[config.mk]
export PLATFORM = sky130hd
export DESIGN_NAME = ctrlPipeline_flat
export DESIGN_NICKNAME = d
export VERILOG_FILES = /design/src/hdl/frontEndPkg.sv /design/src/hdl/ctrlIf.sv /design/src/hdl/ctrlPipeline.sv /design/src/flat_wrapper.sv
export SDC_FILE = /design/constraint.sdc
export NUM_CORES = 1
export LEC_CHECK = 0
export ABC_CLOCK_PERIOD_IN_PS = 800
export BUFFER_PORTS_ARGS = -buffer_cell sky130_fd_sc_hd__buf_2
export CORE_UTILIZATION = 42
export CTS_CLUSTER_DIAMETER = 80
export DETAILED_ROUTE_END_ITERATION = 10
export PLACE_DENSITY = 0.73
export SYNTH_ARGS = -nofsm -noshare
export SYNTH_HDL_FRONTEND = slang
export SYNTH_SLANG_ARGS = --single-unit
export TNS_END_PERCENT = 20
[constraint.sdc]
create_clock -name Clk -period 0.8 [get_ports Clk]
set_input_delay 0.16 -clock Clk [delete_from_list [all_inputs] [get_ports Clk]]
set_output_delay 0.16 -clock Clk [all_outputs]
set_load 0.02 [all_outputs]
[src/hdl/frontEndPkg.sv]
package frontEndPkg;

    localparam int ImemBytes  = 512;  // Instruction store size
    localparam int InstrBytes = 4;    // PC step per instruction
    localparam int ImemAddrW  = $clog2(ImemBytes);

    typedef logic [31:0]          wordT;     // Instruction, address or PC
    typedef logic [1:0]           opT;       // Major opcode, bits 31:30
    typedef logic [5:0]           op3T;      // Format-3 operation, bits 24:19
    typedef logic [3:0]           aluOpT;    // ALU operation code
    typedef logic [1:0]           memSizeT;  // Access size
    typedef logic [ImemAddrW-1:0] imemAddrT; // Byte index into instruction store

    localparam wordT ResetPc  = 32'd0;
    localparam wordT ResetNpc = 32'd4;
    localparam wordT NopInstr = 32'd0;

    // Major opcodes
    localparam opT OpBranch = 2'b00;
    localparam opT OpCall   = 2'b01;
    localparam opT OpArith  = 2'b10;
    localparam opT OpMem    = 2'b11;

    localparam logic [2:0] Op2Sethi = 3'b100;  // Format-2 op2 field

    localparam op3T Op3Jmpl = 6'b111000;

    // Load and store forms
    localparam op3T Op3Ldsb = 6'b001001;
    localparam op3T Op3Ldsh = 6'b001010;
    localparam op3T Op3Ld   = 6'b000000;
    localparam op3T Op3Ldub = 6'b000001;
    localparam op3T Op3Lduh = 6'b000010;
    localparam op3T Op3Stb  = 6'b000101;
    localparam op3T Op3Sth  = 6'b000110;
    localparam op3T Op3St   = 6'b000100;

    localparam memSizeT SizeByte = 2'b00;
    localparam memSizeT SizeHalf = 2'b01;
    localparam memSizeT SizeWord = 2'b10;

    localparam aluOpT AluAdd   = 4'd0;
    localparam aluOpT AluAddx  = 4'd1;   // Add with carry
    localparam aluOpT AluSub   = 4'd2;
    localparam aluOpT AluSubx  = 4'd3;   // Subtract with carry
    localparam aluOpT AluAnd   = 4'd4;
    localparam aluOpT AluOr    = 4'd5;
    localparam aluOpT AluXor   = 4'd6;
    localparam aluOpT AluXnor  = 4'd7;
    localparam aluOpT AluAndn  = 4'd8;
    localparam aluOpT AluOrn   = 4'd9;
    localparam aluOpT AluSll   = 4'd10;
    localparam aluOpT AluSrl   = 4'd11;
    localparam aluOpT AluSra   = 4'd12;
    localparam aluOpT AluPassB = 4'd14;  // Used by SETHI

endpackage

[src/hdl/ctrlIf.sv]
interface ctrlIf;

    logic                  jmpl;
    logic                  readWrite;  // High for a store
    frontEndPkg::aluOpT    aluOp;
    logic                  signExt;
    logic                  load;
    logic                  rfEnable;
    frontEndPkg::memSizeT  memSize;
    logic                  modifyCc;
    logic                  call;
    logic                  branch;
    logic                  annul;      // Bit 29 of a branch
    logic                  memEnable;

    modport decoder (
        output jmpl, readWrite, aluOp, signExt, load, rfEnable,
               memSize, modifyCc, call, branch, annul, memEnable
    );

    modport pipeline (
        input  jmpl, readWrite, aluOp, signExt, load, rfEnable,
               memSize, modifyCc, call, branch, annul, memEnable
    );

    // Redirect and annul controls seen by the fetch stage
    modport fetch (
        input  call, branch, annul
    );

endinterface

[src/hdl/ctrlPipeline.sv]
module ctrlPipeline (
    input  logic                  Clk,
    input  logic                  rstN,
    ctrlIf.pipeline               ctrl,
    output frontEndPkg::aluOpT    exAluOp,
    output logic                  exModifyCc,
    output logic                  exJmpl,
    output logic                  memReadWrite,
    output frontEndPkg::memSizeT  memSize,
    output logic                  memSignExt,
    output logic                  memLoad,
    output logic                  memEnable,
    output logic                  memCall,
    output logic                  wbRfEnable
);

    // EX fields that only travel on to MEM
    logic                 exReadWrite;
    frontEndPkg::memSizeT exMemSize;
    logic                 exSignExt;
    logic                 exLoad;
    logic                 exRfEnable;
    logic                 exCall;
    logic                 exMemEnable;
    logic                 memRfEnable;

    always_ff @(posedge Clk)
    begin
        if (!rstN)
        begin
            exAluOp     <= frontEndPkg::AluAdd;
            exModifyCc  <= 1'b0;
            exJmpl      <= 1'b0;
            exReadWrite <= 1'b0;
            exMemSize   <= frontEndPkg::SizeByte;
            exSignExt   <= 1'b0;
            exLoad      <= 1'b0;
            exRfEnable  <= 1'b0;
            exCall      <= 1'b0;
            exMemEnable <= 1'b0;
        end
        else
        begin
            exAluOp     <= ctrl.aluOp;
            exModifyCc  <= ctrl.modifyCc;
            exJmpl      <= ctrl.jmpl;
            exReadWrite <= ctrl.readWrite;
            exMemSize   <= ctrl.memSize;
            exSignExt   <= ctrl.signExt;
            exLoad      <= ctrl.load;
            exRfEnable  <= ctrl.rfEnable;
            exCall      <= ctrl.call;
            exMemEnable <= ctrl.memEnable;
        end
    end

    always_ff @(posedge Clk)
    begin
        if (!rstN)
        begin
            memReadWrite <= 1'b0;
            memSize      <= frontEndPkg::SizeByte;
            memSignExt   <= 1'b0;
            memLoad      <= 1'b0;
            memEnable    <= 1'b0;
            memCall      <= 1'b0;
            memRfEnable  <= 1'b0;
        end
        else
        begin
            memReadWrite <= exReadWrite;
            memSize      <= exMemSize;
            memSignExt   <= exSignExt;
            memLoad      <= exLoad;
            memEnable    <= exMemEnable;
            memCall      <= exCall;
            memRfEnable  <= exRfEnable;
        end
    end

    always_ff @(posedge Clk)
    begin
        if (!rstN)
        begin
            wbRfEnable <= 1'b0;
        end
        else
        begin
            wbRfEnable <= memRfEnable;
        end
    end

    memAccessEnabled: assert property (@(posedge Clk) disable iff (!rstN)
        (memReadWrite || memLoad) |-> memEnable);

endmodule

[src/flat_wrapper.sv]
// flat-port wrapper written by rule: the top's interface ports become plain ports
module ctrlPipeline_flat 
  (Clk, rstN, exAluOp, exModifyCc, exJmpl, memReadWrite, memSize, memSignExt, memLoad, memEnable, memCall, wbRfEnable, ctrl_jmpl, ctrl_readWrite, ctrl_aluOp, ctrl_signExt, ctrl_load, ctrl_rfEnable, ctrl_memSize, ctrl_modifyCc, ctrl_call, ctrl_branch, ctrl_annul, ctrl_memEnable);
  ctrlIf ctrl_i ();
  input  logic Clk;
  input  logic rstN;
  output frontEndPkg::aluOpT exAluOp;
  output logic exModifyCc;
  output logic exJmpl;
  output logic memReadWrite;
  output frontEndPkg::memSizeT memSize;
  output logic memSignExt;
  output logic memLoad;
  output logic memEnable;
  output logic memCall;
  output logic wbRfEnable;
  input wire logic [$bits(ctrl_i.jmpl)-1:0] ctrl_jmpl;
  input wire logic [$bits(ctrl_i.readWrite)-1:0] ctrl_readWrite;
  input wire logic [$bits(ctrl_i.aluOp)-1:0] ctrl_aluOp;
  input wire logic [$bits(ctrl_i.signExt)-1:0] ctrl_signExt;
  input wire logic [$bits(ctrl_i.load)-1:0] ctrl_load;
  input wire logic [$bits(ctrl_i.rfEnable)-1:0] ctrl_rfEnable;
  input wire logic [$bits(ctrl_i.memSize)-1:0] ctrl_memSize;
  input wire logic [$bits(ctrl_i.modifyCc)-1:0] ctrl_modifyCc;
  input wire logic [$bits(ctrl_i.call)-1:0] ctrl_call;
  input wire logic [$bits(ctrl_i.branch)-1:0] ctrl_branch;
  input wire logic [$bits(ctrl_i.annul)-1:0] ctrl_annul;
  input wire logic [$bits(ctrl_i.memEnable)-1:0] ctrl_memEnable;
  assign ctrl_i.jmpl = ctrl_jmpl;
  assign ctrl_i.readWrite = ctrl_readWrite;
  assign ctrl_i.aluOp = ctrl_aluOp;
  assign ctrl_i.signExt = ctrl_signExt;
  assign ctrl_i.load = ctrl_load;
  assign ctrl_i.rfEnable = ctrl_rfEnable;
  assign ctrl_i.memSize = ctrl_memSize;
  assign ctrl_i.modifyCc = ctrl_modifyCc;
  assign ctrl_i.call = ctrl_call;
  assign ctrl_i.branch = ctrl_branch;
  assign ctrl_i.annul = ctrl_annul;
  assign ctrl_i.memEnable = ctrl_memEnable;
  ctrlPipeline u_core (.Clk(Clk), .rstN(rstN), .ctrl(ctrl_i), .exAluOp(exAluOp), .exModifyCc(exModifyCc), .exJmpl(exJmpl), .memReadWrite(memReadWrite), .memSize(memSize), .memSignExt(memSignExt), .memLoad(memLoad), .memEnable(memEnable), .memCall(memCall), .wbRfEnable(wbRfEnable));
endmodule
==> results.cfg <==
[timing]
fin_hold_ws_ns = 0.06028
setup_viol = 14
worst_pin_slew_ns = 0.2562
tns_ns = -1.606
setup_ws_ns = -0.1225
rsz0062_at_grt = yes
period_share = 1.153
max-slew-margin-rel = 0.8292
fin_crit_ns = 0.9225
fmax_ghz = 1.084
fin_worst_skew_ns = 0.0008338
slew_viol_final = 0
finalHoldViolCount = 0

[setup_path]
cpPeakStageDelay_ns = 0.34
slowest_stage = dfxtp_2
reg2reg_depth = 1
path_buf_inv = 1
critical_path.cell_chain = buf_6
reg2reg_slack_ns = 0.22
cp-end-kind = output port
path_delay_family = flip-flops
r2r-end = u_core.memLoad$_SDFF_PN0_
path_max_fanout = 1
cp.arrival_ns = 0.76
start_kind = register
cp.required_ns = 0.64
r2r_start = u_core.exLoad$_SDFF_PN0_
criticalPathCategory = reg -> out

[clock_network]
clock_sinks = 23
cts_root_buf = clkbuf_4
numCtsBuffers = 3
clk-insertion-delay-late_ns = 0.30
cts.path.max_buffers = 2
ctsHoldBuffers = 0
post-cts-setup-buffer-count = 0
clkTransAtPathRegs_ns = 0.11
ctsHtreeMaxLevel = 1
cts_tree = yes

[placement]
gp_congestion = 0.5407
port_buffers = 29
dp.cells = 90

[floorplanning]
core_sq_mm = 0.001366
die_h_um = 41.28
initial_core_util = 0.4744
die_area_sq_mm = 0.001704
top_level_ports = 32
num_rows = 13
die_x_um = 41.28

[yosys]
ys_seq_area_frac = 0.7104
synth_area_sq_um = 648.1
ys_ff_latch = 23
async_reset_ff_frac = 0
synthFlopType = dfxtp_1
synth.top_cells.by_count = dfxtp_1 (23), and2_2 (17), and2_1 (6)
syn-num-nets = 66
synth_top_area_frac = 0.7104
syn_inst = 48
synthTopCellsByArea = dfxtp_1 (71%), and2_2 (20%), and2_1 (5.8%), buf_6 (3.5%)
yosysTopAreaCell = dfxtp_1
syn-mean-instance-area_sq_um = 13.50
ys_warn_count = 0
yosysMostFrequentCell = dfxtp_1
synth-edff-count = 0
ys_types = 4

[run_status]
outcome = finished with violations
violations = negative setup slack

[power]
powerDensity_mw_per_mm2 = 2082
p_total_mw = 1.920
peakVddDrop_v = 0.001598
leakagePower_nw = 0.4330

[cells_and_area]
fillers = 120
fin_nets = 98
final_core_util = 0.6749
final_cells = 94
drive_gt1_frac = 0.8101
area_delta_synth_final_pct = 42.28
n_antenna_cell = 0

[job]
drv_cap = 0

[worst_hold_path]
holdPathEnd = u_core.exMemEnable$_SDFF_PN0_
hp-start = ctrl_memEnable
whs_path_depth = 2
worstHoldPathType = in -> reg

[drt]
dr.max_layer_used = met3
drc = 0
route.met2.wl_um = 462
avgRoutedWirePerCell_um = 9.521
dr.pass1.iters = 2
vias_per_cell = 4.191
routed-via-count = 394
wl_um = 895
wl_met3_um = 74
wl_met1_um = 358
drtAntennaViolNets = 0
drtIter0Drc = 1

[grt]
grtUsageTotal = 0.1351
grt_pass1_wl_mm = 1.345
grt_pass1_vias = 356
grt_antenna_before_repair = 0
overflow = 0
grt_max_degree = 24
[logic make-up after synthesis]
group	Yosys count	synth area share
buffers and inverters	2	0.03475
AND/OR/NAND/NOR	23	0.2548
flip-flops	23	0.7104
[cells in the final DEF (no fill, tap or decap)]
cell type,Yosys,routed
clkinv_2,0,1
buf_2,0,15
buf_6,2,14
and2_1,6,6
dfxtp_1,23,9
clkbuf_4,0,3
and2_2,17,17
dfxtp_2,0,14
[power breakdown]
| part | switching, mW | internal (mW) | leakage (nW) |
|---|---|---|---|
| registers | 0.0185 | 1.21 | 0.195 |
| logic | 0.0771 | 0.115 | 0.220 |
| clock network | 0.318 | 0.186 | 0.0177 |
[state kept, by name (all words and copies together), names as in the netlist]
register / cells
u_core.memRfEnable: 1
u_core.memSize: 2
u_core.exAluOp: 4
u_core.memCall: 1
u_core.exLoad: 1
u_core.exJmpl: 1
u_core.memReadWrite: 1
u_core.exMemSize: 2
u_core.exReadWrite: 1
u_core.exSignExt: 1
u_core.memSignExt: 1
u_core.wbRfEnable: 1
u_core.memLoad: 1
u_core.exMemEnable: 1
u_core.memEnable: 1
u_core.exRfEnable: 1
u_core.exCall: 1
u_core.exModifyCc: 1
[metal layers]
metal,global-route usage,vias up
met3,0.09783,0
li1,-,205
met4,0.07258,0
met1,0.1200,165
met5,0,-
met2,0.2227,24
[worst max-delay path by stage]
stage,endpoint,from,depth (start not counted)
floorplan,exAluOp[0],u_core.exAluOp[0]$_SDFF_PN0_,0
CTS,memCall,u_core.memCall$_SDFF_PN0_,1
finish,exAluOp[2],u_core.exAluOp[2]$_SDFF_PN0_,1
global placement,u_core.exAluOp[2]$_SDFF_PN0_,rstN,2
global route,memReadWrite,u_core.memReadWrite$_SDFF_PN0_,1
detailed placement,u_core.exAluOp[2]$_SDFF_PN0_,rstN,2
[what timing repair did]
item,CTS,global route
setup endpoints to repair,14,14
pin swaps,0,0
resized for setup,41,1
[stage by stage]
step,setup WS (ns),cell area [sq um]
after CTS,-0.1386,920.9
after detailed placement,0.1046,789.5
final,-0.1225,922.1
after floorplan,0.2449,648.1
after global placement,0.1103,789.5
after global routing,-0.1680,922.1
[final cells by class]
cell class	count	area, sq um	area share
clock buffer	3	22.52	0.02442
sequential	23	478.0	0.5183
tap	15	18.77	0.02035
multi-input combinational	23	165.2	0.1791
timing repair buffer	29	232.7	0.2524
clock inverter	1	5.005	0.005427
Power figures use the tool's default switching activity.
