$ cat config.mk
export PLATFORM = sky130hd
export DESIGN_NAME = instrDecoder_flat
export DESIGN_NICKNAME = d
export VERILOG_FILES = /design/src/hdl/frontEndPkg.sv /design/src/hdl/ctrlIf.sv /design/src/hdl/instrDecoder.sv /design/src/flat_wrapper.sv
export SDC_FILE = /design/constraint.sdc
export NUM_CORES = 1
export LEC_CHECK = 0
export CAP_MARGIN = 20
export CORE_AREA = 4 4 41 43
export DETAILED_ROUTE_END_ITERATION = 12
export DIE_AREA = 0 0 45 47
export DONT_BUFFER_PORTS = 1
export PLACE_DENSITY_LB_ADDON = 0.1
export SETUP_SLACK_MARGIN = 0.4
export SYNTH_ARGS = -nofsm -noshare
export SYNTH_HDL_FRONTEND = slang
export SYNTH_SLANG_ARGS = --single-unit
$ cat constraint.sdc
create_clock -name vclk -period 5.19
set_input_delay 1.557 -clock vclk [all_inputs]
set_output_delay 1.557 -clock vclk [all_outputs]
set_load 0.005 [all_outputs]
$ cat src/hdl/frontEndPkg.sv
package frontEndPkg;

    localparam int ImemBytes  = 512;  // Instruction store size
    localparam int InstrBytes = 4;    // PC step per instruction
    localparam int ImemAddrW  = $clog2(ImemBytes);

    typedef logic [31:0]          wordT;     // Instruction, address or PC
    typedef logic [1:0]           opT;       // Major opcode, bits 31:30
    typedef logic [5:0]           op3T;      // Format-3 operation, bits 24:19
    typedef logic [3:0]           aluOpT;    // ALU operation code
    typedef logic [1:0]           memSizeT;  // Access size
    typedef logic [ImemAddrW-1:0] imemAddrT; // Byte index into instruction store

    localparam wordT ResetPc  = 32'd0;
    localparam wordT ResetNpc = 32'd4;
    localparam wordT NopInstr = 32'd0;

    // Major opcodes
    localparam opT OpBranch = 2'b00;
    localparam opT OpCall   = 2'b01;
    localparam opT OpArith  = 2'b10;
    localparam opT OpMem    = 2'b11;

    localparam logic [2:0] Op2Sethi = 3'b100;  // Format-2 op2 field

    localparam op3T Op3Jmpl = 6'b111000;

    // Load and store forms
    localparam op3T Op3Ldsb = 6'b001001;
    localparam op3T Op3Ldsh = 6'b001010;
    localparam op3T Op3Ld   = 6'b000000;
    localparam op3T Op3Ldub = 6'b000001;
    localparam op3T Op3Lduh = 6'b000010;
    localparam op3T Op3Stb  = 6'b000101;
    localparam op3T Op3Sth  = 6'b000110;
    localparam op3T Op3St   = 6'b000100;

    localparam memSizeT SizeByte = 2'b00;
    localparam memSizeT SizeHalf = 2'b01;
    localparam memSizeT SizeWord = 2'b10;

    localparam aluOpT AluAdd   = 4'd0;
    localparam aluOpT AluAddx  = 4'd1;   // Add with carry
    localparam aluOpT AluSub   = 4'd2;
    localparam aluOpT AluSubx  = 4'd3;   // Subtract with carry
    localparam aluOpT AluAnd   = 4'd4;
    localparam aluOpT AluOr    = 4'd5;
    localparam aluOpT AluXor   = 4'd6;
    localparam aluOpT AluXnor  = 4'd7;
    localparam aluOpT AluAndn  = 4'd8;
    localparam aluOpT AluOrn   = 4'd9;
    localparam aluOpT AluSll   = 4'd10;
    localparam aluOpT AluSrl   = 4'd11;
    localparam aluOpT AluSra   = 4'd12;
    localparam aluOpT AluPassB = 4'd14;  // Used by SETHI

endpackage

$ cat src/hdl/ctrlIf.sv
interface ctrlIf;

    logic                  jmpl;
    logic                  readWrite;  // High for a store
    frontEndPkg::aluOpT    aluOp;
    logic                  signExt;
    logic                  load;
    logic                  rfEnable;
    frontEndPkg::memSizeT  memSize;
    logic                  modifyCc;
    logic                  call;
    logic                  branch;
    logic                  annul;      // Bit 29 of a branch
    logic                  memEnable;

    modport decoder (
        output jmpl, readWrite, aluOp, signExt, load, rfEnable,
               memSize, modifyCc, call, branch, annul, memEnable
    );

    modport pipeline (
        input  jmpl, readWrite, aluOp, signExt, load, rfEnable,
               memSize, modifyCc, call, branch, annul, memEnable
    );

    // Redirect and annul controls seen by the fetch stage
    modport fetch (
        input  call, branch, annul
    );

endinterface

$ cat src/hdl/instrDecoder.sv
module instrDecoder (
    input  frontEndPkg::wordT  instrId,
    ctrlIf.decoder             ctrl
);

    frontEndPkg::opT  op;
    frontEndPkg::op3T op3;

    assign op  = instrId[31:30];
    assign op3 = instrId[24:19];

    always_comb
    begin
        ctrl.jmpl      = 1'b0;
        ctrl.readWrite = 1'b0;
        ctrl.aluOp     = frontEndPkg::AluAdd;
        ctrl.signExt   = 1'b0;
        ctrl.load      = 1'b0;
        ctrl.rfEnable  = 1'b0;
        ctrl.memSize   = frontEndPkg::SizeByte;
        ctrl.modifyCc  = 1'b0;
        ctrl.call      = 1'b0;
        ctrl.branch    = 1'b0;
        ctrl.annul     = 1'b0;
        ctrl.memEnable = 1'b0;

        case (op)
            frontEndPkg::OpCall:
            begin
                ctrl.call     = 1'b1;
                ctrl.rfEnable = 1'b1;  // Return address goes to r15
            end

            frontEndPkg::OpBranch:
            begin
                if (instrId[24:22] == frontEndPkg::Op2Sethi)
                begin
                    ctrl.aluOp    = frontEndPkg::AluPassB;
                    ctrl.rfEnable = 1'b1;
                end
                else if (instrId != frontEndPkg::NopInstr)  // Nop keeps every field clear
                begin
                    ctrl.branch = 1'b1;
                    ctrl.annul  = instrId[29];
                end
            end

            frontEndPkg::OpArith:
            begin
                ctrl.rfEnable = 1'b1;
                if (op3 == frontEndPkg::Op3Jmpl)
                begin
                    ctrl.jmpl = 1'b1;  // Target is rs1 plus operand
                end
                else
                begin
                    ctrl.modifyCc = op3[4];  // The cc variants
                    case (op3[3:0])
                        4'd0:    ctrl.aluOp = frontEndPkg::AluAdd;
                        4'd8:    ctrl.aluOp = frontEndPkg::AluAddx;
                        4'd4:    ctrl.aluOp = frontEndPkg::AluSub;
                        4'd12:   ctrl.aluOp = frontEndPkg::AluSubx;
                        4'd1:    ctrl.aluOp = frontEndPkg::AluAnd;
                        4'd2:    ctrl.aluOp = frontEndPkg::AluOr;
                        4'd3:    ctrl.aluOp = frontEndPkg::AluXor;
                        4'd5:    ctrl.aluOp = op3[5] ? frontEndPkg::AluSll : frontEndPkg::AluAndn;
                        4'd6:    ctrl.aluOp = op3[5] ? frontEndPkg::AluSrl : frontEndPkg::AluOrn;
                        4'd7:    ctrl.aluOp = op3[5] ? frontEndPkg::AluSra : frontEndPkg::AluXnor;
                        default: ctrl.aluOp = frontEndPkg::AluAdd;
                    endcase
                end
            end

            frontEndPkg::OpMem:
            begin
                ctrl.memEnable = 1'b1;  // Unlisted forms only enable memory
                case (op3)
                    frontEndPkg::Op3Ldsb, frontEndPkg::Op3Ldub:
                    begin
                        ctrl.load     = 1'b1;
                        ctrl.rfEnable = 1'b1;
                        ctrl.memSize  = frontEndPkg::SizeByte;
                        ctrl.signExt  = (op3 == frontEndPkg::Op3Ldsb);
                    end
                    frontEndPkg::Op3Ldsh, frontEndPkg::Op3Lduh:
                    begin
                        ctrl.load     = 1'b1;
                        ctrl.rfEnable = 1'b1;
                        ctrl.memSize  = frontEndPkg::SizeHalf;
                        ctrl.signExt  = (op3 == frontEndPkg::Op3Ldsh);
                    end
                    frontEndPkg::Op3Ld:
                    begin
                        ctrl.load     = 1'b1;
                        ctrl.rfEnable = 1'b1;
                        ctrl.memSize  = frontEndPkg::SizeWord;
                    end
                    frontEndPkg::Op3Stb:
                    begin
                        ctrl.readWrite = 1'b1;
                        ctrl.memSize   = frontEndPkg::SizeByte;
                    end
                    frontEndPkg::Op3Sth:
                    begin
                        ctrl.readWrite = 1'b1;
                        ctrl.memSize   = frontEndPkg::SizeHalf;
                    end
                    frontEndPkg::Op3St:
                    begin
                        ctrl.readWrite = 1'b1;
                        ctrl.memSize   = frontEndPkg::SizeWord;
                    end
                    default:
                    begin
                    end
                endcase
            end
        endcase
    end

    always_comb
    begin
        noLoadStore: assert (!(ctrl.load && ctrl.readWrite));
    end

endmodule

$ cat src/flat_wrapper.sv
// flat-port wrapper written by rule: the top's interface ports become plain ports
module instrDecoder_flat 
  (instrId, ctrl_jmpl, ctrl_readWrite, ctrl_aluOp, ctrl_signExt, ctrl_load, ctrl_rfEnable, ctrl_memSize, ctrl_modifyCc, ctrl_call, ctrl_branch, ctrl_annul, ctrl_memEnable);
  ctrlIf ctrl_i ();
  input  frontEndPkg::wordT instrId;
  output wire logic [$bits(ctrl_i.jmpl)-1:0] ctrl_jmpl;
  output wire logic [$bits(ctrl_i.readWrite)-1:0] ctrl_readWrite;
  output wire logic [$bits(ctrl_i.aluOp)-1:0] ctrl_aluOp;
  output wire logic [$bits(ctrl_i.signExt)-1:0] ctrl_signExt;
  output wire logic [$bits(ctrl_i.load)-1:0] ctrl_load;
  output wire logic [$bits(ctrl_i.rfEnable)-1:0] ctrl_rfEnable;
  output wire logic [$bits(ctrl_i.memSize)-1:0] ctrl_memSize;
  output wire logic [$bits(ctrl_i.modifyCc)-1:0] ctrl_modifyCc;
  output wire logic [$bits(ctrl_i.call)-1:0] ctrl_call;
  output wire logic [$bits(ctrl_i.branch)-1:0] ctrl_branch;
  output wire logic [$bits(ctrl_i.annul)-1:0] ctrl_annul;
  output wire logic [$bits(ctrl_i.memEnable)-1:0] ctrl_memEnable;
  assign ctrl_jmpl = ctrl_i.jmpl;
  assign ctrl_readWrite = ctrl_i.readWrite;
  assign ctrl_aluOp = ctrl_i.aluOp;
  assign ctrl_signExt = ctrl_i.signExt;
  assign ctrl_load = ctrl_i.load;
  assign ctrl_rfEnable = ctrl_i.rfEnable;
  assign ctrl_memSize = ctrl_i.memSize;
  assign ctrl_modifyCc = ctrl_i.modifyCc;
  assign ctrl_call = ctrl_i.call;
  assign ctrl_branch = ctrl_i.branch;
  assign ctrl_annul = ctrl_i.annul;
  assign ctrl_memEnable = ctrl_i.memEnable;
  instrDecoder u_core (.instrId(instrId), .ctrl(ctrl_i));
endmodule
==> metrics.md <==
| Metric | Value |
|---|---|
| Initial DRC Count | `1` |
| Vias in the first global route | `roughly 470` |
| DIE HEIGHT | `about 47 um` |
| # setup viols final | `0` |
| Cell taking the most area after synthesis | `ha_1` |
| Global routing's busiest layer | `met2` |
| Initial Util | `30.77%` |
| Die width | `about 45 um` |
| Total track usage | `about 11%` |
| RSZ-0062 raised after global routing | `no` |
| Mean Syn Cell Area | `6.673 um2` |
| Max-cap viol count | `0` |
| Leak | `between 0.00015 and 0.0002 uW` |
| Status | `completed` |
| CTS Hold Bufs | `0` |
| Worst EP required | `~3.6 ns` |
| Ant diodes | `0` |
| Synth top area share | `roughly 16%` |
| Row cnt | `13` |
| Final Core Density | `about a third` |
| Final #Nets | `between 90 and 100` |
| Crit path arrival time | `roughly 2.7 ns` |
| Largest net degree at the start of global routing | `12` |
| Clkbuf count | `0` |
| P_int | `approximately 8.6 uW` |
| Crit Path Class | `input port to output pin` |
| Vias per cell | `between 6 and 7` |
| Ports | `48` |
| Final hold viol count | `0` |
| Detailed placement HPWL | `1060 um` |
| Fin. max-slew vios | `0` |
| First-pass GRT wire length | `1897 um` |
| Detailed Routing Iterations Pass 1 | `4` |
| # resized after CTS | `0` |
| FMAX | `~0.23 GHz` |
| Grt total ovfl | `0` |
| Post-Syn Instances | `60` |
| Fin Hold WS | `3.152 ns` |
| Met3 Use GR | `2.682%` |
| Placer Congestion | `0.6849` |
| Number of port buffers | `0` |
| Drt total wl | `between 1000 and 1500 um` |
| Die footprint | `about 0.0021 mm2` |
| Setup crit start kind | `input port` |
| YS warnings | `0` |
| Post-DRT Antenna Nets | `0` |
| Layout cells sized above 1 | `between 3 and 4%` |
| Routed WL per cell | `around 17 um` |
| Seq/Total Area, Yosys | `0%` |
| Max VDD drop | `roughly 0.000013 V` |
| Sw frac | `roughly half` |
| FF+latch area | `0 um2` |
| Hold path startpoint | `instrId[22]` |
| Worst Hold Path Cells | `1` |
| Syn nets | `97` |
| Initial antenna violation count | `0` |
| Worst Hold End | `ctrl_readWrite` |
| Switching power total | `slightly below 9 uW` |
| Grt met2 use | `21.19%` |
| Slew headroom | `approximately three fifths` |
| Most instantiated cells after synthesis | `inv_1, nor4_1, ha_1` |
| Worst Max-Slew Pin Slew | `around 0.57 ns` |
| Proportion of power drawn by flip-flops and latches | `0%` |
| Crit Path Max Fanout | `5` |
| Crit share post-route | `82.31%` |
| Core ar. | `around 0.0013 mm2` |
| # DRC | `0` |
| Area contributors post-synth | `ha_1, nor4_1, inv_1` |
| Via count | `about 440` |
| Combinational share of power | `100.0%` |
| Layout Area Growth over Synthesis | `1.875%` |
| PwrDens | `42.87 mW/mm2` |
| Met1 usage | `between 10 and 15%` |
| TNS Setup | `0 ns` |
| Post-layout min period | `between 4 and 5 ns` |
| Post-synth design cell area | `between 400 and 500 um2` |
| Power share of the clock group | `0%` |
| Place WS | `0.9021 ns` |
| Distinct cells, synth | `29` |
| Sequential cell count | `0` |
| Setup Fix Bufs, Post-CTS | `0` |
| Fin worst setup slack | `0.9180 ns` |
| CP endpoint kind | `output pin` |
| HP Class | `input port to output pin` |
-- cells in the final DEF (no fill, tap or decap), types with 2 or more instances in the layout --
master    instances
nand4_1           3
nor3_1            2
nor2_1            4
inv_1             7
nor4_1            7
nand2_1           2
and3_1            2
nand2b_1          3
nor3b_1           2
ha_1              5
o211a_1           2
or3b_1            2
-- layer usage --
metal  part of all wire (%)  vias up  wire length, um
met4                      0        0                0
met2                     47       28              579
met5                      0        -                0
met1                     41      193              510
met3                     12        0              148
li1                       -      221                -
-- power groups by stage --
stage	clock network, uW	registers [uW]	logic, uW
floorplan	0	0	17.5
global placement	0	0	17.7
detailed placement	0	0	17.8
CTS	0	0	17.9
global route	0	0	20.0
finish	0	0	17.5
-- worst max path at each step --
stage / from / to / slack [ns]
2_1_floorplan: instrId[30] / ctrl_rfEnable / 1.0
3_3_place_gp: instrId[30] / ctrl_rfEnable / 0.92
3_5_place_dp: instrId[30] / ctrl_rfEnable / 0.90
4_1_cts: instrId[30] / ctrl_rfEnable / 0.90
5_1_grt: instrId[30] / ctrl_rfEnable / 0.86
6_report: instrId[30] / ctrl_rfEnable / 0.92
-- cells by family after synthesis --
kind of cell / synth area share (%)
adders and majority gates: 15.63
xor gates and xnor gates: 2.188
AOI/OAI and AO/OA: 25.31
and+or+nand+nor: 47.50
buffers and inverters: 9.376
-- area by class of cell --
cell class                 count  area (um2)
inverter                       7       26.28
fill                         165       893.4
multi-input combinational     50       362.8
tap                           15       18.77
-- metrics by stage --
stage	area, um2	cells	power [uW]
5_1_grt	407.9	72	20.04
6_report	407.9	72	17.49
2_1_floorplan	400.4	60	17.45
4_1_cts	407.9	72	17.89
3_3_place_gp	407.9	72	17.70
3_5_place_dp	407.9	72	17.79
-- worst max-delay path: stages --
cell     delay [ns]
ha_1           0.16
or3b_4         0.42
or3b_1         0.42
a22oi_2        0.16
Power figures use the tool's default switching activity.
