**config.mk**
```make
export PLATFORM = sky130hd
export DESIGN_NAME = fetchUnit_flat
export DESIGN_NICKNAME = d
export VERILOG_FILES = /design/src/hdl/frontEndPkg.sv /design/src/hdl/ctrlIf.sv /design/src/hdl/fetchUnit.sv /design/src/flat_wrapper.sv
export SDC_FILE = /design/constraint.sdc
export NUM_CORES = 1
export LEC_CHECK = 0
export BUFFER_PORTS_ARGS = -buffer_cell sky130_fd_sc_hd__buf_2
export CORE_MARGIN = 2
export CORE_UTILIZATION = 51
export DETAILED_ROUTE_END_ITERATION = 10
export MAX_ROUTING_LAYER = met4
export PLACE_DENSITY = 0.76
export SYNTH_ARGS = -nofsm -noshare
export SYNTH_HDL_FRONTEND = slang
export SYNTH_SLANG_ARGS = --single-unit
```
**constraint.sdc**
```tcl
create_clock -name Clk -period 6.5 [get_ports Clk]
set_input_delay 1.625 -clock Clk [delete_from_list [all_inputs] [get_ports Clk]]
set_output_delay 1.625 -clock Clk [all_outputs]
set_load 0.01 [all_outputs]
```
**src/hdl/frontEndPkg.sv**
```systemverilog
package frontEndPkg;

    localparam int ImemBytes  = 512;  // Instruction store size
    localparam int InstrBytes = 4;    // PC step per instruction
    localparam int ImemAddrW  = $clog2(ImemBytes);

    typedef logic [31:0]          wordT;     // Instruction, address or PC
    typedef logic [1:0]           opT;       // Major opcode, bits 31:30
    typedef logic [5:0]           op3T;      // Format-3 operation, bits 24:19
    typedef logic [3:0]           aluOpT;    // ALU operation code
    typedef logic [1:0]           memSizeT;  // Access size
    typedef logic [ImemAddrW-1:0] imemAddrT; // Byte index into instruction store

    localparam wordT ResetPc  = 32'd0;
    localparam wordT ResetNpc = 32'd4;
    localparam wordT NopInstr = 32'd0;

    // Major opcodes
    localparam opT OpBranch = 2'b00;
    localparam opT OpCall   = 2'b01;
    localparam opT OpArith  = 2'b10;
    localparam opT OpMem    = 2'b11;

    localparam logic [2:0] Op2Sethi = 3'b100;  // Format-2 op2 field

    localparam op3T Op3Jmpl = 6'b111000;

    // Load and store forms
    localparam op3T Op3Ldsb = 6'b001001;
    localparam op3T Op3Ldsh = 6'b001010;
    localparam op3T Op3Ld   = 6'b000000;
    localparam op3T Op3Ldub = 6'b000001;
    localparam op3T Op3Lduh = 6'b000010;
    localparam op3T Op3Stb  = 6'b000101;
    localparam op3T Op3Sth  = 6'b000110;
    localparam op3T Op3St   = 6'b000100;

    localparam memSizeT SizeByte = 2'b00;
    localparam memSizeT SizeHalf = 2'b01;
    localparam memSizeT SizeWord = 2'b10;

    localparam aluOpT AluAdd   = 4'd0;
    localparam aluOpT AluAddx  = 4'd1;   // Add with carry
    localparam aluOpT AluSub   = 4'd2;
    localparam aluOpT AluSubx  = 4'd3;   // Subtract with carry
    localparam aluOpT AluAnd   = 4'd4;
    localparam aluOpT AluOr    = 4'd5;
    localparam aluOpT AluXor   = 4'd6;
    localparam aluOpT AluXnor  = 4'd7;
    localparam aluOpT AluAndn  = 4'd8;
    localparam aluOpT AluOrn   = 4'd9;
    localparam aluOpT AluSll   = 4'd10;
    localparam aluOpT AluSrl   = 4'd11;
    localparam aluOpT AluSra   = 4'd12;
    localparam aluOpT AluPassB = 4'd14;  // Used by SETHI

endpackage

```
**src/hdl/ctrlIf.sv**
```systemverilog
interface ctrlIf;

    logic                  jmpl;
    logic                  readWrite;  // High for a store
    frontEndPkg::aluOpT    aluOp;
    logic                  signExt;
    logic                  load;
    logic                  rfEnable;
    frontEndPkg::memSizeT  memSize;
    logic                  modifyCc;
    logic                  call;
    logic                  branch;
    logic                  annul;      // Bit 29 of a branch
    logic                  memEnable;

    modport decoder (
        output jmpl, readWrite, aluOp, signExt, load, rfEnable,
               memSize, modifyCc, call, branch, annul, memEnable
    );

    modport pipeline (
        input  jmpl, readWrite, aluOp, signExt, load, rfEnable,
               memSize, modifyCc, call, branch, annul, memEnable
    );

    // Redirect and annul controls seen by the fetch stage
    modport fetch (
        input  call, branch, annul
    );

endinterface

```
**src/hdl/fetchUnit.sv**
```systemverilog
module fetchUnit (
    input  logic               Clk,
    input  logic               rstN,
    ctrlIf.fetch               ctrl,
    input  logic               branchTaken,
    input  logic               exJmpl,
    input  frontEndPkg::wordT  jmplTarget,
    input  frontEndPkg::wordT  fetchWord,
    output frontEndPkg::wordT  pc,
    output frontEndPkg::wordT  instrId
);

    frontEndPkg::wordT nPc;
    frontEndPkg::wordT nPcNext;
    frontEndPkg::wordT pcId;        // PC of the instruction in ID
    frontEndPkg::wordT callTarget;
    frontEndPkg::wordT branchTarget;
    logic              redirectId;

    // disp30 and disp22 are word displacements
    assign callTarget   = pcId + {instrId[29:0], 2'b00};
    assign branchTarget = pcId + {{8{instrId[21]}}, instrId[21:0], 2'b00};

    assign redirectId = ctrl.call || (ctrl.branch && branchTaken);

    // JMPL in EX outranks a call or branch in ID
    always_comb
    begin
        if (exJmpl)
        begin
            nPcNext = jmplTarget;
        end
        else if (redirectId)
        begin
            nPcNext = ctrl.call ? callTarget : branchTarget;
        end
        else
        begin
            nPcNext = nPc + frontEndPkg::wordT'(frontEndPkg::InstrBytes);
        end
    end

    always_ff @(posedge Clk)
    begin
        if (!rstN)
        begin
            pc      <= frontEndPkg::ResetPc;
            nPc     <= frontEndPkg::ResetNpc;
            instrId <= frontEndPkg::NopInstr;
        end
        else
        begin
            pc      <= nPc;        // One delay slot
            nPc     <= nPcNext;
            instrId <= (ctrl.branch && ctrl.annul) ? frontEndPkg::NopInstr : fetchWord;
        end
    end

    always_ff @(posedge Clk)
    begin
        pcId <= pc;
    end

    pcAlign: assert property (@(posedge Clk) disable iff (!rstN) pc[1:0] == 2'b00);

endmodule

```
**src/flat_wrapper.sv**
```systemverilog
// flat-port wrapper written by rule: the top's interface ports become plain ports
module fetchUnit_flat 
  (Clk, rstN, branchTaken, exJmpl, jmplTarget, fetchWord, pc, instrId, ctrl_call, ctrl_branch, ctrl_annul);
  ctrlIf ctrl_i ();
  input  logic Clk;
  input  logic rstN;
  input  logic branchTaken;
  input  logic exJmpl;
  input  frontEndPkg::wordT jmplTarget;
  input  frontEndPkg::wordT fetchWord;
  output frontEndPkg::wordT pc;
  output frontEndPkg::wordT instrId;
  input wire logic [$bits(ctrl_i.call)-1:0] ctrl_call;
  input wire logic [$bits(ctrl_i.branch)-1:0] ctrl_branch;
  input wire logic [$bits(ctrl_i.annul)-1:0] ctrl_annul;
  assign ctrl_i.call = ctrl_call;
  assign ctrl_i.branch = ctrl_branch;
  assign ctrl_i.annul = ctrl_annul;
  fetchUnit u_core (.Clk(Clk), .rstN(rstN), .ctrl(ctrl_i), .branchTaken(branchTaken), .exJmpl(exJmpl), .jmplTarget(jmplTarget), .fetchWord(fetchWord), .pc(pc), .instrId(instrId));
endmodule
```
==> metrics.md, run 1 <==
| Metric | Value |
|---|---|
| Cell depth of the worst setup path | 12 |
| CTS tree | yes |
| WL met2 | 7420 um |
| RSZ-0062 raised after global routing | false |
| Post-Syn Area | ~5800 um^2 |
| Setup total negative slack | 0 ns |
| Yosys warns | 0 |
| Core footprint | roughly 11000 um^2 |
| Arrival time worst endpoint | around 4.2 ns |
| R2r worst-path depth | 10 |
| Global-route wire length before repair | 24800 um |
| Pin count of the biggest net entering global routing | 59 |
| Sequential share of the synthesized area | 0.442 |
| Critical Path RT | between 6 and 7 ns |
| CP max-delay cell | ha_1 |
| Setup Buffers After CTS | 0 |
| Crit path launch type | input port |
| Placed cell count | roughly 890 |
| Clk Latency, worst-skew pair | 0.42 ns |
| Die Ht | about 110 um |
| Minimum clock period | between 3 and 4 ns |
| CP top delay family | compound AO/OA/AOI/OAI gates |
| FP Rows | 38 |
| Sink Count | around 130 |
| Hold depth | 0 |
| Skew final | between 0.007 and 0.008 ns |
| Post-Syn Nets | 742 |
| Starting density of the core | 0.528 |
| Post-synth top area share | 0.442 |
| WP buf/inv | 1 |
| Slew margin rel. | 0.430 |
| Initial DRC count | 323 |
| Remaining antenna violation count after routing | 0 |
| Worst setup startpoint | ctrl_call |
| Hpwl dp | about 11000 um |
| Die Wd | between 100 and 150 um |
| Reg2Reg Setup Slack | ~3.5 ns |
| Most frequent CP cell | a21oi_1 |
| DRC errors left | 0 |
| Worst setup margin | 2.57 ns |
| Crit Reg-Reg Endpoint | u_core.nPc[22] |
| Crit path to | u_core.nPc[31] |
| Share of cells above drive strength 1 | 0.233 |
| Highest Signal Layer | met4 |
| CTS clk-pin slew, worst paths | 0.06 ns |
| Netlist cell types | 57 |
| Power per Cell Area | about 290 nW/um^2 |
| Crit-path max cell delay | approximately 0.41 ns |
| RD Place Congestion | slightly below 0.9 |
| # resized after CTS | 0 |
| Clock buffer depth | 2 |
| Hold WS | 0.348 ns |
| Final hold vios | 0 |
| Setup crit end kind | flop |
| Setup CP Type | in2reg |
| Maximum VDD drop | 0.000221 V |
| Pre-antenna DRT Iters | 5 |
| Fin cells | between 900 and 1000 |
| CTS Hold Buffers Added | 0 |
| Final #Nets | 870 |
| # IOs | around 140 |
| Worst R2R Start | u_core.instrId[0] |
| Ys async rst share | 0 |
| Mean Syn Cell Area | approximately 9 um^2 |
| Max Cap Violations | 0 |
| H-tree depth | 4 |
| Clk root buf | clkbuf_16 |
| Max Slew Vio Count | 0 |
| Met3 wire len | approximately 1100 um |
| Slew @ Worst Pin | 0.856 ns |
| WL met1 | approximately 6400 um |
| Ys flop type | dfxtp_1 |
| WL/cell | approximately 17 um |
| Overflow after GRT | 0 |
| Final setup vio count | 0 |
| Leakage | 3.35 nW |
| Post-Synthesis Cells | 640 |
| Synthesis-to-layout area growth | 23.8% |
| DR vias | between 5000 and 6000 |
| Initial antenna violation count | 2 |
| Die area | between 10000 and 15000 um^2 |
| Filler Cell Count | between 900 and 1000 |
| Pre-CTS WS | roughly 2.2 ns |
| GRT Util Overall | 0.257 |
| Synthesized flop and latch total | around 130 |
| Most frequent cell after synthesis | dfxtp_1 |
| Routed wire length | ~15000 um |
| HP Class | reg2reg |
| Vias in the first global route | roughly 5100 |
| Worst-path cell chain | buf_2 > nand2b_1 > nand2_1 > ha_1 > nand3_1 > o221ai_1 > a21oi_1 > o21ai_0 > nor3_1 > a211oi_1 > a21oi_1 > o311a_1 |
| Post-synth EDFFs | 0 |
| Synth top cells by count | 128 x dfxtp_1, 72 x and2_1, 67 x nand2_1 |
| Outcome | complete, no violations |
| CP Max Fanout | 11 |
| Final period utilization | 0.604 |
| Area leader, netlist | dfxtp_1 |
| Inserted Clock Buffers | 17 |
| Vias per cell | between 5 and 6 |
| I/O Buffers | 134 |
| Fmax | approximately 0.25 GHz |
| Area contributors post-synth | dfxtp_1 44%, and2_1 7.8%, ha_1 6.5% |
-- per-layer routing --
layer	track usage	vias to the layer above
met4	0.0925	0
li1	-	2500
met5	-	-
met1	0.308	2440
met3	0.0719	35
met2	0.416	213
-- cell families after synthesis --
family / share of synthesized area
buffers and inverters: 0.0229
adder cells (fa/ha/maj): 0.0682
flip-flops: 0.442
multiplexers: 0.00345
XOR/XNOR: 0.0695
AO/OA/AOI/OAI: 0.172
AND/OR/NAND/NOR: 0.222
-- power breakdown --
| part | internal (mW) | leakage (nW) | switching (mW) |
|---|---|---|---|
| clock | 0.606 | 0.286 | 0.366 |
| combinational | 0.103 | 2.01 | 0.134 |
| sequential | 0.833 | 1.06 | 0.0338 |
-- area by class of cell --
| cell class | instances | area, um^2 | share of cell area |
|---|---|---|---|
| diodes | 2 | 5.00 | 0.000697 |
| clock buffers | 17 | 425 | 0.0593 |
| clock inverters | 15 | 186 | 0.0260 |
| inverters | 7 | 26.3 | 0.00366 |
| multi-input cells | 478 | 3110 | 0.434 |
| flip-flops and latches | 128 | 2560 | 0.357 |
| well taps | 140 | 175 | 0.0244 |
| repair buffers | 136 | 686 | 0.0955 |
-- sequential cells by signal (all words and copies together), names as in the netlist --
name	count
u_core.pcId	32
u_core.pc	32
u_core.nPc	32
u_core.instrId	32
-- worst min-delay path by stage --
stage                        startpoint               to
final                     u_core.pc[26]  u_core.pcId[26]
after global routing      u_core.pc[26]  u_core.pcId[26]
after CTS                 u_core.pc[26]  u_core.pcId[26]
after detailed placement  u_core.pc[26]  u_core.pcId[26]
after global placement    u_core.pc[15]  u_core.pcId[15]
after floorplan            u_core.pc[0]   u_core.pcId[0]
-- cells in the final DEF (no fill, tap or decap), drive strengths merged, types with 3 or more instances in the layout --
| master | Yosys | layout |
|---|---|---|
| xnor2 | 27 | 27 |
| and3 | 11 | 11 |
| xor2 | 19 | 19 |
| inv | 7 | 9 |
| a21o | 14 | 14 |
| nor2 | 34 | 34 |
| dfxtp | 128 | 128 |
| a21oi | 55 | 55 |
| clkinv | 0 | 6 |
| ha | 30 | 30 |
| nand2b | 4 | 4 |
| clkbuf | 22 | 17 |
| o21ai | 31 | 31 |
| o31ai | 3 | 3 |
| nand3 | 19 | 19 |
| nor2b | 10 | 10 |
| nand3b | 3 | 3 |
| a311o | 3 | 3 |
| bufinv | 0 | 3 |
| nor3 | 8 | 8 |
| nand2 | 67 | 67 |
| o211a | 4 | 4 |
| buf | 5 | 136 |
| a211oi | 6 | 6 |
| a31oi | 3 | 3 |
| clkinvlp | 0 | 4 |
| o211ai | 7 | 7 |
| and2 | 72 | 72 |
| nand4 | 11 | 11 |
| o221ai | 6 | 6 |
| a21boi | 4 | 4 |
-- stage by stage --
stage	instance area (um^2)	utilization	power, mW
after floorplan	5800	-	1.03
after CTS	7170	0.653	2.09
after global routing	7180	0.654	2.15
final	7180	0.654	2.08
after global placement	6560	0.598	1.11
after detailed placement	6560	0.598	1.11
(Power assumes the default switching activity.)
==> run 2: changes to the inputs <==
--- a/config.mk
+++ b/config.mk
@@ -7,10 +7,10 @@
 export LEC_CHECK = 0
 export BUFFER_PORTS_ARGS = -buffer_cell sky130_fd_sc_hd__buf_2
 export CORE_MARGIN = 2
-export CORE_UTILIZATION = 51
+export CORE_UTILIZATION = 49
 export DETAILED_ROUTE_END_ITERATION = 10
 export MAX_ROUTING_LAYER = met4
-export PLACE_DENSITY = 0.76
+export PLACE_DENSITY = 0.77
 export SYNTH_ARGS = -nofsm -noshare
 export SYNTH_HDL_FRONTEND = slang
 export SYNTH_SLANG_ARGS = --single-unit
==> constraint.sdc (replaced) <==
create_clock -name Clk -period 3.22 [get_ports Clk]
set_input_delay 0.805 -clock Clk [delete_from_list [all_inputs] [get_ports Clk]]
set_output_delay 0.805 -clock Clk [all_outputs]
set_load 0.01 [all_outputs]
==> run 2 against run 1 <==
Against the previous run:
- clock skew fell by 0.0019 ns
- combinational power up 110%
- utilization decreased by 2.1 points
- routed wire length fell by 1.2%
- hold slack lost 0.0018 ns
- first-iteration DRC count is 7.4% lower
- critical path depth down 1
- register-to-register slack worse by 3.2 ns
- die area up 3.9%
- sequential cell count did not move
- clock-buffer cell count is 3 higher
- via count down 0.96%
==> metrics.md, run 2 (synthesized netlist as in run 1, its figures left out) <==
| Metric | Value |
|---|---|
| Setup total negative slack | 0 ns (unchanged) |
| Vias per cell | 5.49 (-2.3%) |
| Worst setup margin | 0.328 ns (-2.24 ns) |
| Worst setup startpoint | u_core.instrId[0] |
| Clk Latency, worst-skew pair | 0.42 ns (about the same) |
| Arrival time worst endpoint | 3.20 ns (-1.03 ns) |
| Sink Count | 128 (unchanged) |
| Minimum clock period | slightly below 3 ns |
| Vias in the first global route | 4983 (-2.7%) |
| # resized after CTS | 0 (unchanged) |
| GRT Util Overall | 0.250 (-0.00777) |
| CP Max Fanout | 4 (-7) |
| WL/cell | 16.1 um (-2.6%) |
| Pre-CTS WS | 0.0113 ns (-2.19 ns) |
| Final setup vio count | 0 (unchanged) |
| Die Ht | 113 um (+1.9%) |
| # IOs | 135 (unchanged) |
| Skew final | 0.00575 ns (-0.00190 ns) |
| DRC errors left | 0 (unchanged) |
| Initial antenna violation count | 1 (-1) |
| Final #Nets | 881 (+1.3%) |
| Fmax | approximately 0.35 GHz |
| CTS clk-pin slew, worst paths | 0.06 ns (about the same) |
| Worst R2R Start | u_core.instrId[0] |
| CTS tree | yes |
| FP Rows | 39 (+2.6%) |
| Clk root buf | clkbuf_16 |
| Routed wire length | 15100 um (-1.2%) |
| Setup Buffers After CTS | 0 (unchanged) |
| Remaining antenna violation count after routing | 0 (unchanged) |
| Final period utilization | 0.898 |
| Reg2Reg Setup Slack | 0.33 ns (-3.15 ns) |
| Max Cap Violations | 0 (unchanged) |
| Leakage | 3.39 nW (+1.4%) |
| RSZ-0062 raised after global routing | false |
| Crit path launch type | flop |
| Starting density of the core | 0.506 (-0.0223) |
| Max Slew Vio Count | 0 (unchanged) |
| Register area | 2560 um^2 (unchanged) |
| Outcome | complete, no violations |
| Multi-input gate area | 3110 um^2 (unchanged) |
| R2r worst-path depth | 11 (+1) |
| H-tree depth | 4 (unchanged) |
| Clock buffer depth | 2 (unchanged) |
| Filler Cell Count | 947 (+4.9%) |
| Synthesis-to-layout area growth | 25.1% |
| Inserted Clock Buffers | 17 (unchanged) |
| Overflow after GRT | 0 (unchanged) |
| Setup CP Type | reg2reg |
| Hold WS | 0.346 ns (-0.00175 ns) |
| Commonest cells after routing, fill and taps aside | 134 x buf_2, 128 x dfxtp_1, 72 x and2_1 |
| Share of cells above drive strength 1 | 0.241 (+0.00813) |
| Pre-antenna DRT Iters | 5 (unchanged) |
| Initial DRC count | 299 (-7.4%) |
| Die Wd | 113 um (+1.9%) |
| HP Class | reg2reg |
| Slew @ Worst Pin | 0.563 ns (-0.292 ns) |
| Pin count of the biggest net entering global routing | 42 (-29%) |
| Core footprint | 11500 um^2 (+4.4%) |
| DR vias | 5138 (-0.96%) |
| Global-route wire length before repair | 24300 um (-2.0%) |
| Post-DP Area | 6650 um^2 (+1.3%) |
| Final hold vios | 0 (unchanged) |
| Crit path to | u_core.nPc[30] |
| Crit Reg-Reg Endpoint | u_core.nPc[30] |
| Commonest non-fill, non-tap cell in the layout | buf_2 |
| CTS Hold Buffers Added | 0 (unchanged) |
| Power, Total | 4.18 mW (+100%) |
| Power per Cell Area | 577 nW/um^2 (+99%) |
| Die area | 12700 um^2 (+3.9%) |
| I/O Buffers | 134 (unchanged) |
| Hpwl dp | 11100 um (+2.2%) |
| Slew margin rel. | 0.622 (+0.192) |
| Setup crit end kind | flop |
| Critical Path RT | 3.52 ns (-3.28 ns) |
| Maximum VDD drop | 0.000599 V (+170%) |
| Final instance area | 7260 um^2 (+1.1%) |
| RD Place Congestion | 0.861 (-3.7%) |
## run 2: where the power goes
part,internal [mW],leakage (nW),switching [mW]
Combinational,0.216,2.06,0.270
Clock,1.24,0.279,0.710
Sequential,1.68,1.06,0.0673
Total,3.14,3.39,1.05
## run 2: final cells by class
cell class / count / share of cell area
antenna: 1 / 0.000345
clock buffer: 20 / 0.0616
clock inverter: 12 / 0.0219
inverter: 7 / 0.00362
multi-input combinational: 478 / 0.429
sequential: 128 / 0.353
tap: 143 / 0.0247
timing repair buffer: 147 / 0.106
## run 2: how the worst min path moves through the flow
stage / depth (start not counted) / from / slack, ns / end
final: 0 / u_core.pc[26] / 0.35 / u_core.pcId[26]
after CTS: 0 / u_core.pc[26] / 0.35 / u_core.pcId[26]
after global placement: 0 / u_core.pc[18] / 0.33 / u_core.pcId[18]
after global routing: 0 / u_core.pc[26] / 0.35 / u_core.pcId[26]
after detailed placement: 0 / u_core.pc[26] / 0.33 / u_core.pcId[26]
after floorplan: 0 / u_core.pc[0] / 0.38 / u_core.pcId[0]
## run 2: per-stage QoR
| stage | util | cells |
|---|---|---|
| 4_1_cts | 0.633 | 935 |
| 3_5_place_dp | 0.580 | 903 |
| 5_1_grt | 0.633 | 936 |
| 3_3_place_gp | 0.580 | 903 |
| 2_1_floorplan | - | 640 |
| 6_report | 0.633 | 936 |
## run 2: critical path, stage by stage (launching register included)
cell and delay, ns:
dfxtp_1 0.32, ha_1 0.23, fa_1 0.41, a21o_1 0.22, a221oi_2 0.38, buf_4 0.19
nor2_1 0.08, o21ai_1 0.20, nand4_1 0.12, o211ai_1 0.22, o22ai_1 0.12, a211o_1 0.28
## run 2: metal layers
layer | vias to the layer above | wire (um) | GRT usage
li1 | 2528 | - | -
met1 | 2360 | 6410 | 0.312
met2 | 206 | 6970 | 0.378
met3 | 44 | 1140 | 0.0718
met4 | 0 | 533 | 0.109
met5 | - | 0 | -
==> run 3: changes to the inputs <==
--- a/config.mk
+++ b/config.mk
@@ -7,10 +7,10 @@
 export LEC_CHECK = 0
 export BUFFER_PORTS_ARGS = -buffer_cell sky130_fd_sc_hd__buf_2
 export CORE_MARGIN = 2
-export CORE_UTILIZATION = 49
+export CORE_UTILIZATION = 45
 export DETAILED_ROUTE_END_ITERATION = 10
 export MAX_ROUTING_LAYER = met4
-export PLACE_DENSITY = 0.77
+export PLACE_DENSITY = 0.71
 export SYNTH_ARGS = -nofsm -noshare
 export SYNTH_HDL_FRONTEND = slang
 export SYNTH_SLANG_ARGS = --single-unit
==> run 3 against run 2 <==
Against the previous run:
- critical path type unchanged
- fmax decreased by 0.85%
- sequential power about the same
- clock-buffer cell count decreased by 1
- sequential cell count unchanged
- largest cell class unchanged
- global-route usage decreased by 1.1 points
- register-to-register slack got worse by 0.02 ns
==> metrics.md, run 3 (synthesized netlist as in run 1, its figures left out) <==
| Metric | Value |
|---|---|
| CTS tree | yes |
| Setup CP Type | reg2reg |
| GRT Util Overall | 0.238 (-0.0114) |
| Vias in the first global route | 5051 (+1.4%) |
| Setup total negative slack | 0 ns (unchanged) |
| Post-DP Area | 6690 um^2 (+0.66%) |
| # resized after CTS | 0 (unchanged) |
| Commonest cells after routing, fill and taps aside | 134 x buf_2, 128 x dfxtp_1, 72 x and2_1 |
| Fmax | 0.343 GHz (-0.85%) |
| Routed wire length | 15900 um (+5.5%) |
| H-tree depth | 4 (unchanged) |
| Clk root buf | clkbuf_16 |
| Minimum clock period | 2.92 ns (+0.0248 ns) |
| Clock buffer depth | 2 (unchanged) |
| Leakage | 3.44 nW (+1.2%) |
| Initial DRC count | 338 (+13%) |
| Setup crit end kind | flop |
| Met1 usage | 0.284 (-0.0278) |
| RD Place Congestion | 0.862 (+0.16%) |
| Hold WS | 0.348 ns (+0.00174 ns) |
| Max Cap Violations | 0 (unchanged) |
| Crit-path max cell delay | 0.42 ns (about the same) |
| Pre-CTS WS | 0.0587 ns (+0.0474 ns) |
| Maximum VDD drop | 0.000380 V (-37%) |
| Arrival time worst endpoint | 3.20 ns (about the same) |
| Initial antenna violation count | 2 (+1) |
| # IOs | 135 (unchanged) |
| Final hold vios | 0 (unchanged) |
| Slew @ Worst Pin | 0.675 ns (+0.112 ns) |
| Final instance area | 7360 um^2 (+1.4%) |
| Skew final | 0.00687 ns (+0.00112 ns) |
| Die area | 13800 um^2 (+8.6%) |
| Die Wd | 118 um (+4.2%) |
| CTS clk-pin slew, worst paths | 0.06 ns (about the same) |
| RSZ-0062 raised after global routing | false |
| Fin cells | 967 (+3.3%) |
| Critical Path RT | 3.50 ns (-0.02 ns) |
| Max Slew Vio Count | 0 (unchanged) |
| Slew margin rel. | 0.549 (-0.0730) |
| WL/cell | 16.4 um (+2.1%) |
| I/O Buffers | 134 (unchanged) |
| Final #Nets | 882 (+0.11%) |
| Pin count of the biggest net entering global routing | 44 (+4.8%) |
| CP max-delay cell | fa_1 |
| Final period utilization | 0.906 (+0.00769) |
| Global-route wire length before repair | 25200 um (+3.8%) |
| FP Rows | 41 (+5.1%) |
| Die Ht | 118 um (+4.2%) |
| CP Max Fanout | 2 (-2) |
| Crit path launch type | flop |
| Worst-path cell chain | ha_1 > fa_1 > a21o_1 > a221oi_2 > o21ai_2 > a311o_2 > a31oi_4 > o21ai_1 > xnor2_1 > o221ai_1 |
| Hpwl dp | 11500 um (+4.4%) |
| Synthesis-to-layout area growth | 26.9% |
| Worst setup margin | 0.303 ns (-0.0248 ns) |
| Vias per cell | 5.31 (-3.3%) |
| Routing usage on met3 | 0.0669 (-0.00491) |
| Power per Cell Area | 594 nW/um^2 (+3.0%) |
| Final Util | 0.583 (-0.0497) |
| Final setup vio count | 0 (unchanged) |
| Starting density of the core | 0.460 (-0.0462) |
| GRT busiest layer | met2 |
| Core footprint | 12600 um^2 (+10%) |
| Sink Count | 128 (unchanged) |
| Share of cells above drive strength 1 | 0.245 (+0.00348) |
| Placed cell count | 933 (+3.3%) |
| DR vias | 5132 (-0.12%) |
| Remaining antenna violation count after routing | 0 (unchanged) |
| Clk Latency, worst-skew pair | 0.42 ns (about the same) |
| Outcome | complete, no violations |
| Hold depth | 0 (unchanged) |
| HP Class | reg2reg |
| CTS Hold Buffers Added | 0 (unchanged) |
| Commonest non-fill, non-tap cell in the layout | buf_2 |
| DRC errors left | 0 (unchanged) |
| Setup Buffers After CTS | 0 (unchanged) |
| Overflow after GRT | 0 (unchanged) |
| Inserted Clock Buffers | 17 (unchanged) |
| Pre-antenna DRT Iters | 5 (unchanged) |
| Power, Total | 4.37 mW (+4.4%) |
| Met2 usage | 0.389 (+0.0112) |
| R2r worst-path depth | 10 (-1) |
[run 3: cell count changes in the layout (fill, tap and decap cells not counted)]
cell,previous run,this run
buf_4,13,14
bufinv_16,3,5
clkbuf_1,2,0
clkbuf_8,1,2
clkinv_2,1,2
clkinv_4,1,2
clkinvlp_4,5,3
diode_2,1,2
inv_6,2,1
[run 3: power breakdown]
group | switching [mW] | leakage, nW | total, mW | internal (mW)
registers | 0.0693 | 1.06 | 1.75 | 1.68
logic | 0.273 | 2.07 | 0.489 | 0.217
clock network | 0.717 | 0.316 | 2.13 | 1.41
total | 1.06 | 3.44 | 4.37 | 3.31
[run 3: final cells by class]
| type | count | area [um^2] |
|---|---|---|
| fillers | 1143 | 5260 |
| multi-input cells | 478 | 3110 |
| flip-flops and latches | 128 | 2560 |
| repair buffers | 148 | 776 |
| clock buffers | 19 | 453 |
| well taps | 172 | 215 |
| clock inverters | 13 | 209 |
| inverters | 7 | 26.3 |
| diodes | 2 | 5.00 |
[run 3: path summary, 6_finish.rpt]
kind / startpoint / slack [ns] / to
max reg2reg: u_core.instrId[0] / 0.30 / u_core.nPc[22]
min reg2reg: u_core.pc[13] / 0.35 / u_core.pcId[13]
min: u_core.pc[13] / 0.35 / u_core.pcId[13]
max: u_core.instrId[0] / 0.30 / u_core.nPc[22]
[run 3: per-layer routing]
| metal | part of all wire | routed length, um |
|---|---|---|
| met2 | 0.49 | 7720 |
| met3 | 0.071 | 1130 |
| met1 | 0.42 | 6740 |
| met5 | 0 | 0 |
| met4 | 0.018 | 293 |
[run 3: critical path, delay by kind of cell, from the launching register on]
| family | cells | cell delay, ns |
|---|---|---|
| compound gates | 7 | 1.61 |
| xor+xnor | 1 | 0.21 |
| fa+ha+maj | 2 | 0.64 |
| flops | 1 | 0.31 |
